==> src/ccip_pkg.sv <==
package ccip_pkg;

    // Width of a cache-line address on the write channel
    parameter int ADDR_WIDTH = 32;

    // Width of the write data carried with each request
    parameter int DATA_WIDTH = 64;

    // Width of the requester tag returned with completions
    parameter int MDATA_WIDTH = 8;

    // Write opcodes understood by the memory channel
    // Write-through is used for the frame clears so the line does not linger in a cache
    // A full line write is used for the status record
    typedef enum logic [1:0] {
        WR_THRU = 2'h1,
        WR_LINE = 2'h2
    } t_request_type;

    // Header that travels with every write on the channel
    typedef struct packed {
        t_request_type            request_type;
        logic [ADDR_WIDTH-1:0]    address;
        logic [MDATA_WIDTH-1:0]   mdata;
    } t_tx_header;

endpackage
==> src/afu_csr_pkg.sv <==
package afu_csr_pkg;

    // Word addresses of the CSRs that software writes during setup
    typedef enum logic [3:0] {
        CSR_ENABLE      = 4'h0,
        CSR_FRAME_BASE  = 4'h1,
        CSR_STATUS_ADDR = 4'h2
    } t_csr_addr;

    // Configuration state built from the CSR writes
    // The low bits of frame_base are dropped by the frame geometry
    typedef struct packed {
        logic                               enable;
        logic [ccip_pkg::ADDR_WIDTH-1:0]    frame_base;
        logic [ccip_pkg::ADDR_WIDTH-1:0]    status_addr;
    } t_csr_afu_state;

    // Debug word reported by the frame release logic, 64 bits in total
    typedef struct packed {
        logic [31:0]    last_clear_offset;
        logic [15:0]    frames_released;
        logic [14:0]    reserved;
        logic           unexpected_write;
    } t_afu_debug_rsp;

endpackage

==> src/frame_write_if.sv <==
`timescale 1ns/10ps

// One requester's path into the write arbiter
// The request is a level held while work remains, the grant is a one-cycle pulse
interface frame_write_if;

    logic                               request;
    ccip_pkg::t_tx_header               header;
    logic [ccip_pkg::DATA_WIDTH-1:0]    data;
    logic                               grant;

    // A block that has writes to issue
    modport requester (
        output request,
        output header,
        output data,
        input  grant
    );

    // The block that picks which requester owns the channel
    modport arbiter (
        input  request,
        input  header,
        input  data,
        output grant
    );

endinterface

==> src/frame_ring_top.sv <==
`timescale 1ns/10ps

module frame_ring_top
    #(
    parameter int LOG_FRAME_NUMBER = 4,
    parameter int LOG_FRAME_CHUNKS = 3,
    parameter int STATUS_INTERVAL  = 4
    )
    (
    input  logic                                clk,
    input  logic                                resetb,
    input  logic                                csr_write,
    input  afu_csr_pkg::t_csr_addr              csr_addr,
    input  logic [ccip_pkg::ADDR_WIDTH-1:0]     csr_data,
    input  logic                                release_frame,
    input  logic                                wr_almost_full,
    output logic                                rdy,
    output logic                                wr_valid,
    output ccip_pkg::t_tx_header                wr_header,
    output logic [ccip_pkg::DATA_WIDTH-1:0]     wr_data,
    output afu_csr_pkg::t_afu_debug_rsp         dbg_frame_release
    );

    afu_csr_pkg::t_csr_afu_state csr_state;
    logic                        release_pulse;

    // One link per writer into the arbiter
    frame_write_if clear_wr ();
    frame_write_if status_wr ();

    csr_capture u_csr_capture (
        .clk           (clk),
        .resetb        (resetb),
        .csr_write     (csr_write),
        .csr_addr      (csr_addr),
        .csr_data      (csr_data),
        .release_frame (release_frame),
        .csr_state     (csr_state),
        .release_pulse (release_pulse)
    );

    frame_release #(
        .LOG_FRAME_NUMBER (LOG_FRAME_NUMBER),
        .LOG_FRAME_CHUNKS (LOG_FRAME_CHUNKS)
    ) u_frame_release (
        .clk               (clk),
        .resetb            (resetb),
        .rdy               (rdy),
        .csr_state         (csr_state),
        .release_pulse     (release_pulse),
        .clear_wr          (clear_wr),
        .dbg_frame_release (dbg_frame_release)
    );

    status_writer #(
        .STATUS_INTERVAL (STATUS_INTERVAL)
    ) u_status_writer (
        .clk           (clk),
        .resetb        (resetb),
        .csr_state     (csr_state),
        .release_pulse (release_pulse),
        .status_wr     (status_wr)
    );

    write_arbiter u_write_arbiter (
        .clk            (clk),
        .resetb         (resetb),
        .clear_wr       (clear_wr),
        .status_wr      (status_wr),
        .wr_almost_full (wr_almost_full),
        .wr_valid       (wr_valid),
        .wr_header      (wr_header),
        .wr_data        (wr_data)
    );

endmodule

==> src/write_arbiter.sv <==
`timescale 1ns/10ps

module write_arbiter
    (
    input  logic                                clk,
    input  logic                                resetb,
    frame_write_if.arbiter                      clear_wr,
    frame_write_if.arbiter                      status_wr,
    input  logic                                wr_almost_full,
    output logic                                wr_valid,
    output ccip_pkg::t_tx_header                wr_header,
    output logic [ccip_pkg::DATA_WIDTH-1:0]     wr_data
    );

    // Which requester wins when both ask in the same cycle
    typedef enum logic {
        PRIO_CLEAR  = 1'b0,
        PRIO_STATUS = 1'b1
    } t_prio;

    t_prio prio;
    logic  clear_grant;
    logic  status_grant;

    // Nothing is granted while the channel is almost full, requests simply wait
    always_comb
    begin
        clear_grant  = 1'b0;
        status_grant = 1'b0;
        if (!wr_almost_full)
        begin
            if (clear_wr.request && (!status_wr.request || prio == PRIO_CLEAR))
                clear_grant = 1'b1;
            else if (status_wr.request)
                status_grant = 1'b1;
        end
    end

    assign clear_wr.grant  = clear_grant;
    assign status_wr.grant = status_grant;

    // The requester just served drops to the back of the line
    always_ff @(posedge clk)
    begin
        if (!resetb)
            prio <= PRIO_CLEAR;
        else if (clear_grant)
            prio <= PRIO_STATUS;
        else if (status_grant)
            prio <= PRIO_CLEAR;
    end

    always_ff @(posedge clk)
    begin
        if (!resetb)
            wr_valid <= 1'b0;
        else
            wr_valid <= clear_grant || status_grant;
    end

    // Header and data are only meaningful alongside wr_valid
    always_ff @(posedge clk)
    begin
        if (status_grant)
        begin
            wr_header <= status_wr.header;
            wr_data   <= status_wr.data;
        end
        else
        begin
            wr_header <= clear_wr.header;
            wr_data   <= clear_wr.data;
        end
    end

    // Only one write fits on the channel per cycle
    a_one_grant: assert property (@(posedge clk) disable iff (!resetb)
        !(clear_wr.grant && status_wr.grant))
        else $error("write_arbiter: both requesters granted in one cycle");

endmodule

==> src/status_writer.sv <==
`timescale 1ns/10ps

module status_writer
    #(
    parameter int STATUS_INTERVAL = 4
    )
    (
    input  logic                            clk,
    input  logic                            resetb,
    input  afu_csr_pkg::t_csr_afu_state     csr_state,
    input  logic                            release_pulse,
    frame_write_if.requester                status_wr
    );

    localparam int INTERVAL_WIDTH = $clog2(STATUS_INTERVAL + 1);

    // Running count of enabled releases since reset
    logic [31:0] release_count;

    // Position inside the current interval, reaching STATUS_INTERVAL-1 just before a boundary
    logic [INTERVAL_WIDTH-1:0] interval_count;
    logic                      boundary;

    // Count captured at the latest boundary, which is what gets written out
    logic [31:0] status_count;
    logic        status_pending;

    assign boundary = release_pulse &&
                      (interval_count == INTERVAL_WIDTH'(STATUS_INTERVAL - 1));

    always_ff @(posedge clk)
    begin
        if (!resetb)
        begin
            release_count  <= '0;
            interval_count <= '0;
            status_pending <= 1'b0;
        end
        else
        begin
            if (release_pulse)
            begin
                release_count <= release_count + 32'd1;
                interval_count <= boundary ? '0 : interval_count + 1'b1;
            end
            // A new boundary wins over a grant, since it brings a fresh count to report
            if (boundary)
                status_pending <= 1'b1;
            else if (status_wr.grant)
                status_pending <= 1'b0;
        end
    end

    // The payload register needs no reset, it is only read while the request is up
    always_ff @(posedge clk)
    begin
        // Back-to-back boundaries merge and the newer count replaces the older one
        if (boundary)
            status_count <= release_count + 32'd1;
    end

    assign status_wr.request = status_pending;

    always_comb
    begin
        status_wr.header              = '0;
        status_wr.header.request_type = ccip_pkg::WR_LINE;
        status_wr.header.address      = csr_state.status_addr;
        status_wr.header.mdata        = '0;
        status_wr.data                = ccip_pkg::DATA_WIDTH'(status_count);
    end

    a_status_grant: assert property (@(posedge clk) disable iff (!resetb)
        status_wr.grant |-> status_wr.request)
        else $error("status_writer: status write granted without a request");

endmodule

==> src/frame_release.sv <==
`timescale 1ns/10ps

module frame_release
    #(
    parameter int LOG_FRAME_NUMBER = 4,
    parameter int LOG_FRAME_CHUNKS = 3
    )
    (
    input  logic                            clk,
    input  logic                            resetb,
    output logic                            rdy,
    input  afu_csr_pkg::t_csr_afu_state     csr_state,
    input  logic                            release_pulse,
    frame_write_if.requester                clear_wr,
    output afu_csr_pkg::t_afu_debug_rsp     dbg_frame_release
    );

    // Address bits below the frame base come from the frame number and chunk index
    localparam int LOW_BITS = LOG_FRAME_NUMBER + LOG_FRAME_CHUNKS;

    // Next frame in ring order whose header gets cleared
    logic [LOG_FRAME_NUMBER-1:0] frame_number_clear;

    // Releases accepted but not yet written back
    logic [LOG_FRAME_NUMBER-1:0] frames_to_be_cleared;
    logic [LOG_FRAME_NUMBER-1:0] frames_to_be_cleared_next;

    // Debug state
    logic [31:0] dbg_last_clear_offset;
    logic [15:0] dbg_frames_released;
    logic        unexpected_write;
    logic        unexpected_write_next;

    // The pending counter would wrap on one more release, so hold software off
    assign rdy = (frames_to_be_cleared != '1);

    // Ask for the channel as long as any frame is waiting to be cleared
    assign clear_wr.request = (frames_to_be_cleared != '0);

    // The clear goes to chunk 0 of the frame, where the header with the valid bit lives
    always_comb
    begin
        clear_wr.header              = '0;
        clear_wr.header.request_type = ccip_pkg::WR_THRU;
        clear_wr.header.address      = {csr_state.frame_base[ccip_pkg::ADDR_WIDTH-1:LOW_BITS],
                                        frame_number_clear, LOG_FRAME_CHUNKS'(0)};
        clear_wr.header.mdata        = '0;
        // All zero data wipes the whole header including the valid bit
        clear_wr.data                = '0;
    end

    // A release and a grant in the same cycle cancel out
    always_comb
    begin
        frames_to_be_cleared_next = frames_to_be_cleared;
        if (release_pulse)
            frames_to_be_cleared_next = frames_to_be_cleared_next + 1'b1;
        if (clear_wr.grant)
            frames_to_be_cleared_next = frames_to_be_cleared_next - 1'b1;
    end

    always_ff @(posedge clk)
    begin
        if (!resetb)
        begin
            frames_to_be_cleared <= '0;
            frame_number_clear   <= '0;
        end
        else
        begin
            frames_to_be_cleared <= frames_to_be_cleared_next;
            // Each granted clear moves on to the next frame, wrapping around the ring
            if (clear_wr.grant)
                frame_number_clear <= frame_number_clear + 1'b1;
        end
    end

    // A grant with nothing pending would clear a frame software still owns
    assign unexpected_write_next = clear_wr.grant && !clear_wr.request;

    always_ff @(posedge clk)
    begin
        if (!resetb)
        begin
            unexpected_write      <= 1'b0;
            dbg_last_clear_offset <= '0;
            dbg_frames_released   <= '0;
        end
        else
        begin
            // Sticky so software can spot it long after the event
            if (unexpected_write_next)
                unexpected_write <= 1'b1;
            if (clear_wr.grant)
                dbg_last_clear_offset <= 32'({frame_number_clear, LOG_FRAME_CHUNKS'(0)});
            if (release_pulse)
                dbg_frames_released <= dbg_frames_released + 16'd1;
        end
    end

    always_comb
    begin
        dbg_frame_release                   = '0;
        dbg_frame_release.last_clear_offset = dbg_last_clear_offset;
        dbg_frame_release.frames_released   = dbg_frames_released;
        dbg_frame_release.unexpected_write  = unexpected_write;
    end

    // The arbiter must only grant what was asked for
    a_grant_has_request: assert property (@(posedge clk) disable iff (!resetb)
        !unexpected_write_next)
        else $error("frame_release: clear write granted without a request");

    // Software must respect rdy or the pending count overflows
    a_release_when_rdy: assert property (@(posedge clk) disable iff (!resetb)
        release_pulse |-> rdy)
        else $error("frame_release: frame released while rdy was low");

endmodule

==> src/csr_capture.sv <==
`timescale 1ns/10ps

module csr_capture
    (
    input  logic                                clk,
    input  logic                                resetb,
    input  logic                                csr_write,
    input  afu_csr_pkg::t_csr_addr              csr_addr,
    input  logic [ccip_pkg::ADDR_WIDTH-1:0]     csr_data,
    input  logic                                release_frame,
    output afu_csr_pkg::t_csr_afu_state         csr_state,
    output logic                                release_pulse
    );

    // Each CSR write lands one cycle later in the selected field
    always_ff @(posedge clk)
    begin
        if (!resetb)
        begin
            csr_state <= '0;
        end
        else if (csr_write)
        begin
            case (csr_addr)
                afu_csr_pkg::CSR_ENABLE:
                begin
                    // Only bit 0 of the data word matters for enable
                    csr_state.enable <= csr_data[0];
                end
                afu_csr_pkg::CSR_FRAME_BASE:
                begin
                    csr_state.frame_base <= csr_data;
                end
                afu_csr_pkg::CSR_STATUS_ADDR:
                begin
                    csr_state.status_addr <= csr_data;
                end
                default:
                begin
                    // Unknown addresses leave the state alone
                    csr_state <= csr_state;
                end
            endcase
        end
    end

    // Releases only count while software has the AFU enabled
    assign release_pulse = release_frame && csr_state.enable;

    // Software must never write outside the decoded CSR space
    a_csr_addr_known: assert property (@(posedge clk) disable iff (!resetb)
        csr_write |-> (csr_addr inside {afu_csr_pkg::CSR_ENABLE,
                                        afu_csr_pkg::CSR_FRAME_BASE,
                                        afu_csr_pkg::CSR_STATUS_ADDR}))
        else $error("csr_capture: write to unknown CSR address %0h", csr_addr);

endmodule

==> config.mk <==
export PLATFORM = sky130hd
export DESIGN_NAME = frame_ring_top
export DESIGN_NICKNAME = d
export VERILOG_FILES = /design/src/ccip_pkg.sv /design/src/afu_csr_pkg.sv /design/src/frame_write_if.sv /design/src/frame_ring_top.sv /design/src/write_arbiter.sv /design/src/status_writer.sv /design/src/frame_release.sv /design/src/csr_capture.sv
export SDC_FILE = /design/constraint.sdc
export NUM_CORES = 1
export LEC_CHECK = 0
export BUFFER_PORTS_ARGS = -buffer_cell sky130_fd_sc_hd__buf_2
export CAP_MARGIN = 20
export CORE_MARGIN = 4
export CORE_UTILIZATION = 30
export DETAILED_ROUTE_END_ITERATION = 10
export PLACE_DENSITY = 0.52
export SLEW_MARGIN = 10
export SYNTH_ARGS = -nofsm -noshare
export SYNTH_HDL_FRONTEND = slang
export SYNTH_HIERARCHICAL = 1
export SYNTH_SLANG_ARGS = --single-unit
==> constraint.sdc <==
create_clock -name clk -period 4.5 [get_ports clk]
set_input_delay 0.225 -clock clk [delete_from_list [all_inputs] [get_ports clk]]
set_output_delay 0.225 -clock clk [all_outputs]
set_load 0.02 [all_outputs]
**Yosys cells after proc, flatten, opt, wreduce, memory -nomap -nowiden**

Cells that the tools add are included.

- Register bits after elaboration: 270
- Latch bits: 0
- Bits in writable memories: 0
- Bits in read-only memories: 0
- Bits of input ports: 41
- Output and inout bits: 172
- Word-level logic and storage cells: 58
- Memories: 0

- Add/subtract/negate cells: 6
- Multipliers: 0
- Div/mod/pow operators: 0
- Order comparisons: 0
- Eq/ne operators: 4
- Shift operators: 0
- Mux-type cells: 12
- Bitwise logic cells: 1
- Reduce and logical (&&, ||, !) cells: 15

Operators with widths:

| cell | count |
|---|---|
| $mux W42 | 1 |
| $add A32 B1 Y32 const B | 1 |
| $add A16 B1 Y16 const B | 1 |
| $add A4 B1 Y4 const B | 2 |
| $mux W1 | 8 |
| $mux W4 | 2 |
| $reduce_and A2 Y1 | 3 |
| $eq A4 B1 Y1 const B | 1 |
| $eq A4 B2 Y1 const B | 1 |
| $logic_and A1 B1 Y1 | 4 |
| $logic_not A4 Y1 | 1 |
| $ne A4 B4 Y1 const B | 1 |
| $reduce_bool A2 Y1 | 2 |
| $reduce_bool A4 Y1 | 1 |
| $sub A4 B1 Y4 const B | 1 |
| $add A3 B1 Y3 const B | 1 |
| $eq A3 B2 Y1 const B | 1 |
| $mux W3 | 1 |
| $logic_not A1 Y1 | 2 |
| $logic_or A1 B1 Y1 | 2 |
| $not A1 Y1 | 1 |

**Logic depth before layout (Yosys ltp)**

- Depth in word-level cells: 7
- Depth in mapped cells: 11
- Mapped depth without buffers: 9

**Cells and area by module**

Netlist, hierarchy kept.

By module, submodules not included:

| module | instances | cells each | area an instance (µm²) | seq. area each (µm²) |
|---|---|---|---|---|
| status_writer | 1 | 398 | 3,802.4 | 1,681.6 |
| write_arbiter | 1 | 235 | 3,607.2 | 2,162.1 |
| frame_release | 1 | 294 | 2,528.7 | 580.6 |
| csr_capture | 1 | 251 | 2,482.4 | 1,301.2 |

**Worst setup path before layout**

OpenSTA, ideal clock, no wires.

- Path type: flip-flop to flip-flop
- Start: register u_status_writer.release_count[0]
- End: register u_status_writer.status_count[28] (data pin)
- Library setup time: 271 ps
- Data arrival time: 1,690 ps
- Data required time: 4,229 ps
- Path slack: 2,539 ps
- Cell stages (with the launch flop): 7
- Path buffers: 1
- Period minus slack after synthesis: 1,961 ps
- Cells stage by stage: dfxtp_1 -> ha_1 -> nand3_1 -> or2_2 -> clkbuf_1 -> nor4_1 -> xor2_1

- Cells in the longest elaborated chain, start to end: 1

Ends and longest elaborated chain:

| what | RTL line | RTL |
|---|---|---|
| start, declared | status_writer.sv:18 | `logic [31:0] release_count;` |
| start signal, assigned | status_writer.sv:43 | `release_count <= release_count + 32'd1;` |
| $add A32 B1 Y32 | status_writer.sv:59 | `status_count <= release_count + 32'd1;` |
| end signal, assigned | status_writer.sv:59 |  |
| end, declared | status_writer.sv:25 | `logic [31:0] status_count;` |

Every way passes these cells.
A chain may end at the register's enable or synchronous reset.

**Worst setup path in the final report**

- Start: register u_frame_release.frames_to_be_cleared[0]
- End: register u_write_arbiter/wr_data[12] (netlist name)

- Cells in the longest elaborated chain, start to end: 4

Ends and longest elaborated chain:

| what | RTL line | RTL |
|---|---|---|
| start, declared | frame_release.sv:25 | `logic [LOG_FRAME_NUMBER-1:0] frames_to_be_cleared;` |
| start signal, assigned | frame_release.sv:71 | `frames_to_be_cleared <= frames_to_be_cleared_next;` |
| $reduce_bool A4 Y1 | frame_release.sv:38 | `assign clear_wr.request = (frames_to_be_cleared != '0);` |
| named net clear_wr.request | frame_write_if.sv:7 | `logic request;` |
| $logic_and A1 B1 Y1 | write_arbiter.sv:32 | `if (clear_wr.request && (!status_wr.request \|\| prio == PRIO_CLEAR))` |
| $mux W1 | write_arbiter.sv:32 |  |
| $mux W1 | write_arbiter.sv:30 | `if (!wr_almost_full)` |
| end signal, assigned | write_arbiter.sv:67 | `wr_data <= status_wr.data;` |
| end signal, assigned | write_arbiter.sv:72 | `wr_data <= clear_wr.data;` |
| end, declared | write_arbiter.sv:12 | `output logic [ccip_pkg::DATA_WIDTH-1:0] wr_data` |

The timed path passes the listed nets, and every way through them passes these cells.

==> summary.md <==
| Metric | Value |
|---|---|
| CTS sink cnt | roughly 260 |
| Placed Instances | approximately 1,700 |
| Max-slew headroom | approximately a quarter |
| Switch share | between 20% and 30% |
| Cell chain of the critical path | inv_1 > ha_1 > or3b_2 > inv_1 > o21ai_4 > buf_4 > mux2_2 |
| Initial core utilization | between 30 and 40% |
| Unrepaired setup endpoints after global routing | no |
| Clk_skew | approximately 22 ps |
| Sequential Power Share | between 40% and 50% |
| Clock transition at the registers of the reported paths | roughly 60 ps |
| Synth-to-layout area growth | 13.13% |
| Post-Syn Area per Cell | ~11 um^2 |
| ANT cells | 0 |
| Internal power | around 4.2 mW |
| CP Launch Type | register |
| Reg2reg setup slack | ~1800 ps |
| Crit path max-delay family | compound AO/OA/AOI/OAI gates |
| CTS tree | done |
| CP Max Fanout | 25 |
| Max incr delay on CP | between 700 and 800 ps |
| Max Used Layer | met4 |
| Top cell by count, worst path | inv_1 |
| R2R depth | 7 |
| First DRT Iteration DRCs | roughly 250 |
| Via count of the first global-routing pass | between 7,000 and 8,000 |
| Max Root-Sink Buffers | 3 |
| Wl on met1 | around 11,000 um |
| Tmin final | between 2000 and 3000 ps |
| CP required | around 4900 ps |
| Leakage power | 6.213 nW |
| Final Cycle Share | between 50% and 60% |
| Share of total power in combinational logic | slightly below 9% |
| Least-Margin Pin Slew | 1100 ps |
| Post-route setup TNS | 0 ps |
| Global-route wire length before repair | around 40,000 um |
| Post-layout nets | between 1,000 and 1,500 |
| WL per Instance | ~13 um |
| Mapped Area | approximately 12,000 um^2 |
| Layout cells sized above 1 | 26.98% |
| Die area | 43,900 um^2 |
| Die Width | 209.5 um |
| Syn Inst Count | 1,157 |
| CP Class | reg2reg |
| Critical path buffers and inverters | 3 |
| CTS Buf Count | 31 |
| Yosys warns | 6 |
| Post-detail-place hpwl | 16,490 um |
| F_max | 0.3764 GHz |
| GPL Wtd Cong | 0.7272 |
| Post-CTS Setup Bufs | 0 |
| Post-route ant nets | 0 |
| Total I/O pin count | 213 |
| Max-Cap Viols | 0 |
| Post-cts resize count | 0 |
| Largest net degree at the start of global routing | just under 80 |
| WL met2 | between 10,000 and 15,000 um |
| Total Wirelength | 24,190 um |
| Slowest-stage cell, CP | o21ai_4 |
| H-tree depth | 1 |
| All-layer global routing usage | 10.67% |
| Critical path capture point type | register |
| CORE AREA | 39,910 um^2 |
| WL met3 | roughly 1200 um |
| Pwr Total | 5.520 mW |
| Via-to-Cell Ratio | slightly above 4 |
| Clk_lat worst skew | between 500 and 600 ps |
| IO Port Bufs | 169 |
| Outcome | completed |
| Finished Layout Cells | roughly 1,800 |
| Sw Pwr | 1.327 mW |
| P per Cell Area | 400.4 nW/um^2 |
| Power share of the clock group | 45.8% |
| Final setup fails | 0 |
| Slew Limit Fails | 0 |
| CP arrival | a little over 3000 ps |
| Hold crit path type | in2reg |
| WHS Path Cells | 3 |
| Die Y | approximately 210 um |
| Rows | 73 |
| Initial antenna violation count | 0 |
| Final Hold Viols | 0 |
| Maximum VDD drop | approximately 0.00027 V |
| Via Count | 7,442 |
| 1st-pass router iterations | 4 |
| Gr ovfl total | 0 |
| Root Buffer | clkbuf_16 |
| Crit. path cell count | 7 |
| DRC viols | 0 |
## power by group through the flow
stage               Clock (mW)  Sequential, mW  Combinational [mW]
detailed placement           0            2.56               0.467
floorplan                    0            2.61               0.390
finish                    2.53            2.51               0.488
global route              2.73            2.52               0.540
global placement             0            2.56               0.465
CTS                       2.64            2.51               0.491
## worst paths after layout
kind,end,start
max,u_write_arbiter/wr_data[12],u_frame_release/frames_to_be_cleared[0]
min,u_csr_capture/csr_state[64],csr_addr[0]
max reg2reg,u_write_arbiter/wr_data[12],u_frame_release/frames_to_be_cleared[0]
min reg2reg,u_status_writer/interval_count[2],u_status_writer/interval_count[2]
## area by class of cell
type,instances,area [um^2]
Clock buffer,42,878.3
Clock inverter,16,167.7
Fill cell,4071,26130
Inverter,15,56.30
Multi-Input combinational cell,764,5174
Sequential cell,263,5585
Tap cell,525,656.9
Timing Repair Buffer,212,1266
## worst register-to-register path: stages, from the launching register on
cell	delay (ps)
dfxtp_1	440
inv_1	70
ha_1	190
or3b_2	220
inv_1	80
o21ai_4	770
buf_4	400
mux2_2	370
## per-stage QoR
step	hold WS, ps	util [%]	cell area (um^2)	setup slack (ps)
finish	103.8	34.54	13780	1843
detailed placement	420.6	31.09	12410	1769
CTS	40.14	34.54	13780	1732
global placement	416.6	31.09	12410	1861
global route	84.29	34.54	13780	1590
floorplan	301.1	-	12780	2539
## sequential cells by signal, summed over array words and instances (netlist names)
name / count
u_frame_release/frame_number_clear: 4
u_status_writer/status_count: 32
u_write_arbiter/wr_valid: 1
u_status_writer/release_count: 32
u_write_arbiter/wr_header: 42
u_write_arbiter/prio: 1
u_frame_release/frames_to_be_cleared: 4
u_frame_release/dbg_last_clear_offset: 4
u_status_writer/interval_count: 3
u_status_writer/status_wr.request: 1
u_frame_release/dbg_frames_released: 16
u_write_arbiter/wr_data: 64
u_frame_release/unexpected_write: 1
u_csr_capture/csr_state: 58
## cells in the final DEF (no fill, tap or decap), drive strengths merged, types with 32 or more instances in the layout
master         n
dfxtp        231
buf          179
conb         162
nand2        138
mux2         106
mux2i         79
clkbuf        42
xnor2         38
dlygate4sd3   33
edfxtp        32
## layer usage
layer  global-route usage, %  up-vias
met5                       0        -
met4                   2.835        0
met3                   2.003       37
met2                   17.88      147
met1                   14.17     3490
li1                        -     3768
## timing repair
action | CTS | global route
endpoints found under the setup margin | 0 | 0
endpoints found under the hold margin | 59 | 0
hold buffers | 33 | 0
(Power assumes the default switching activity.)
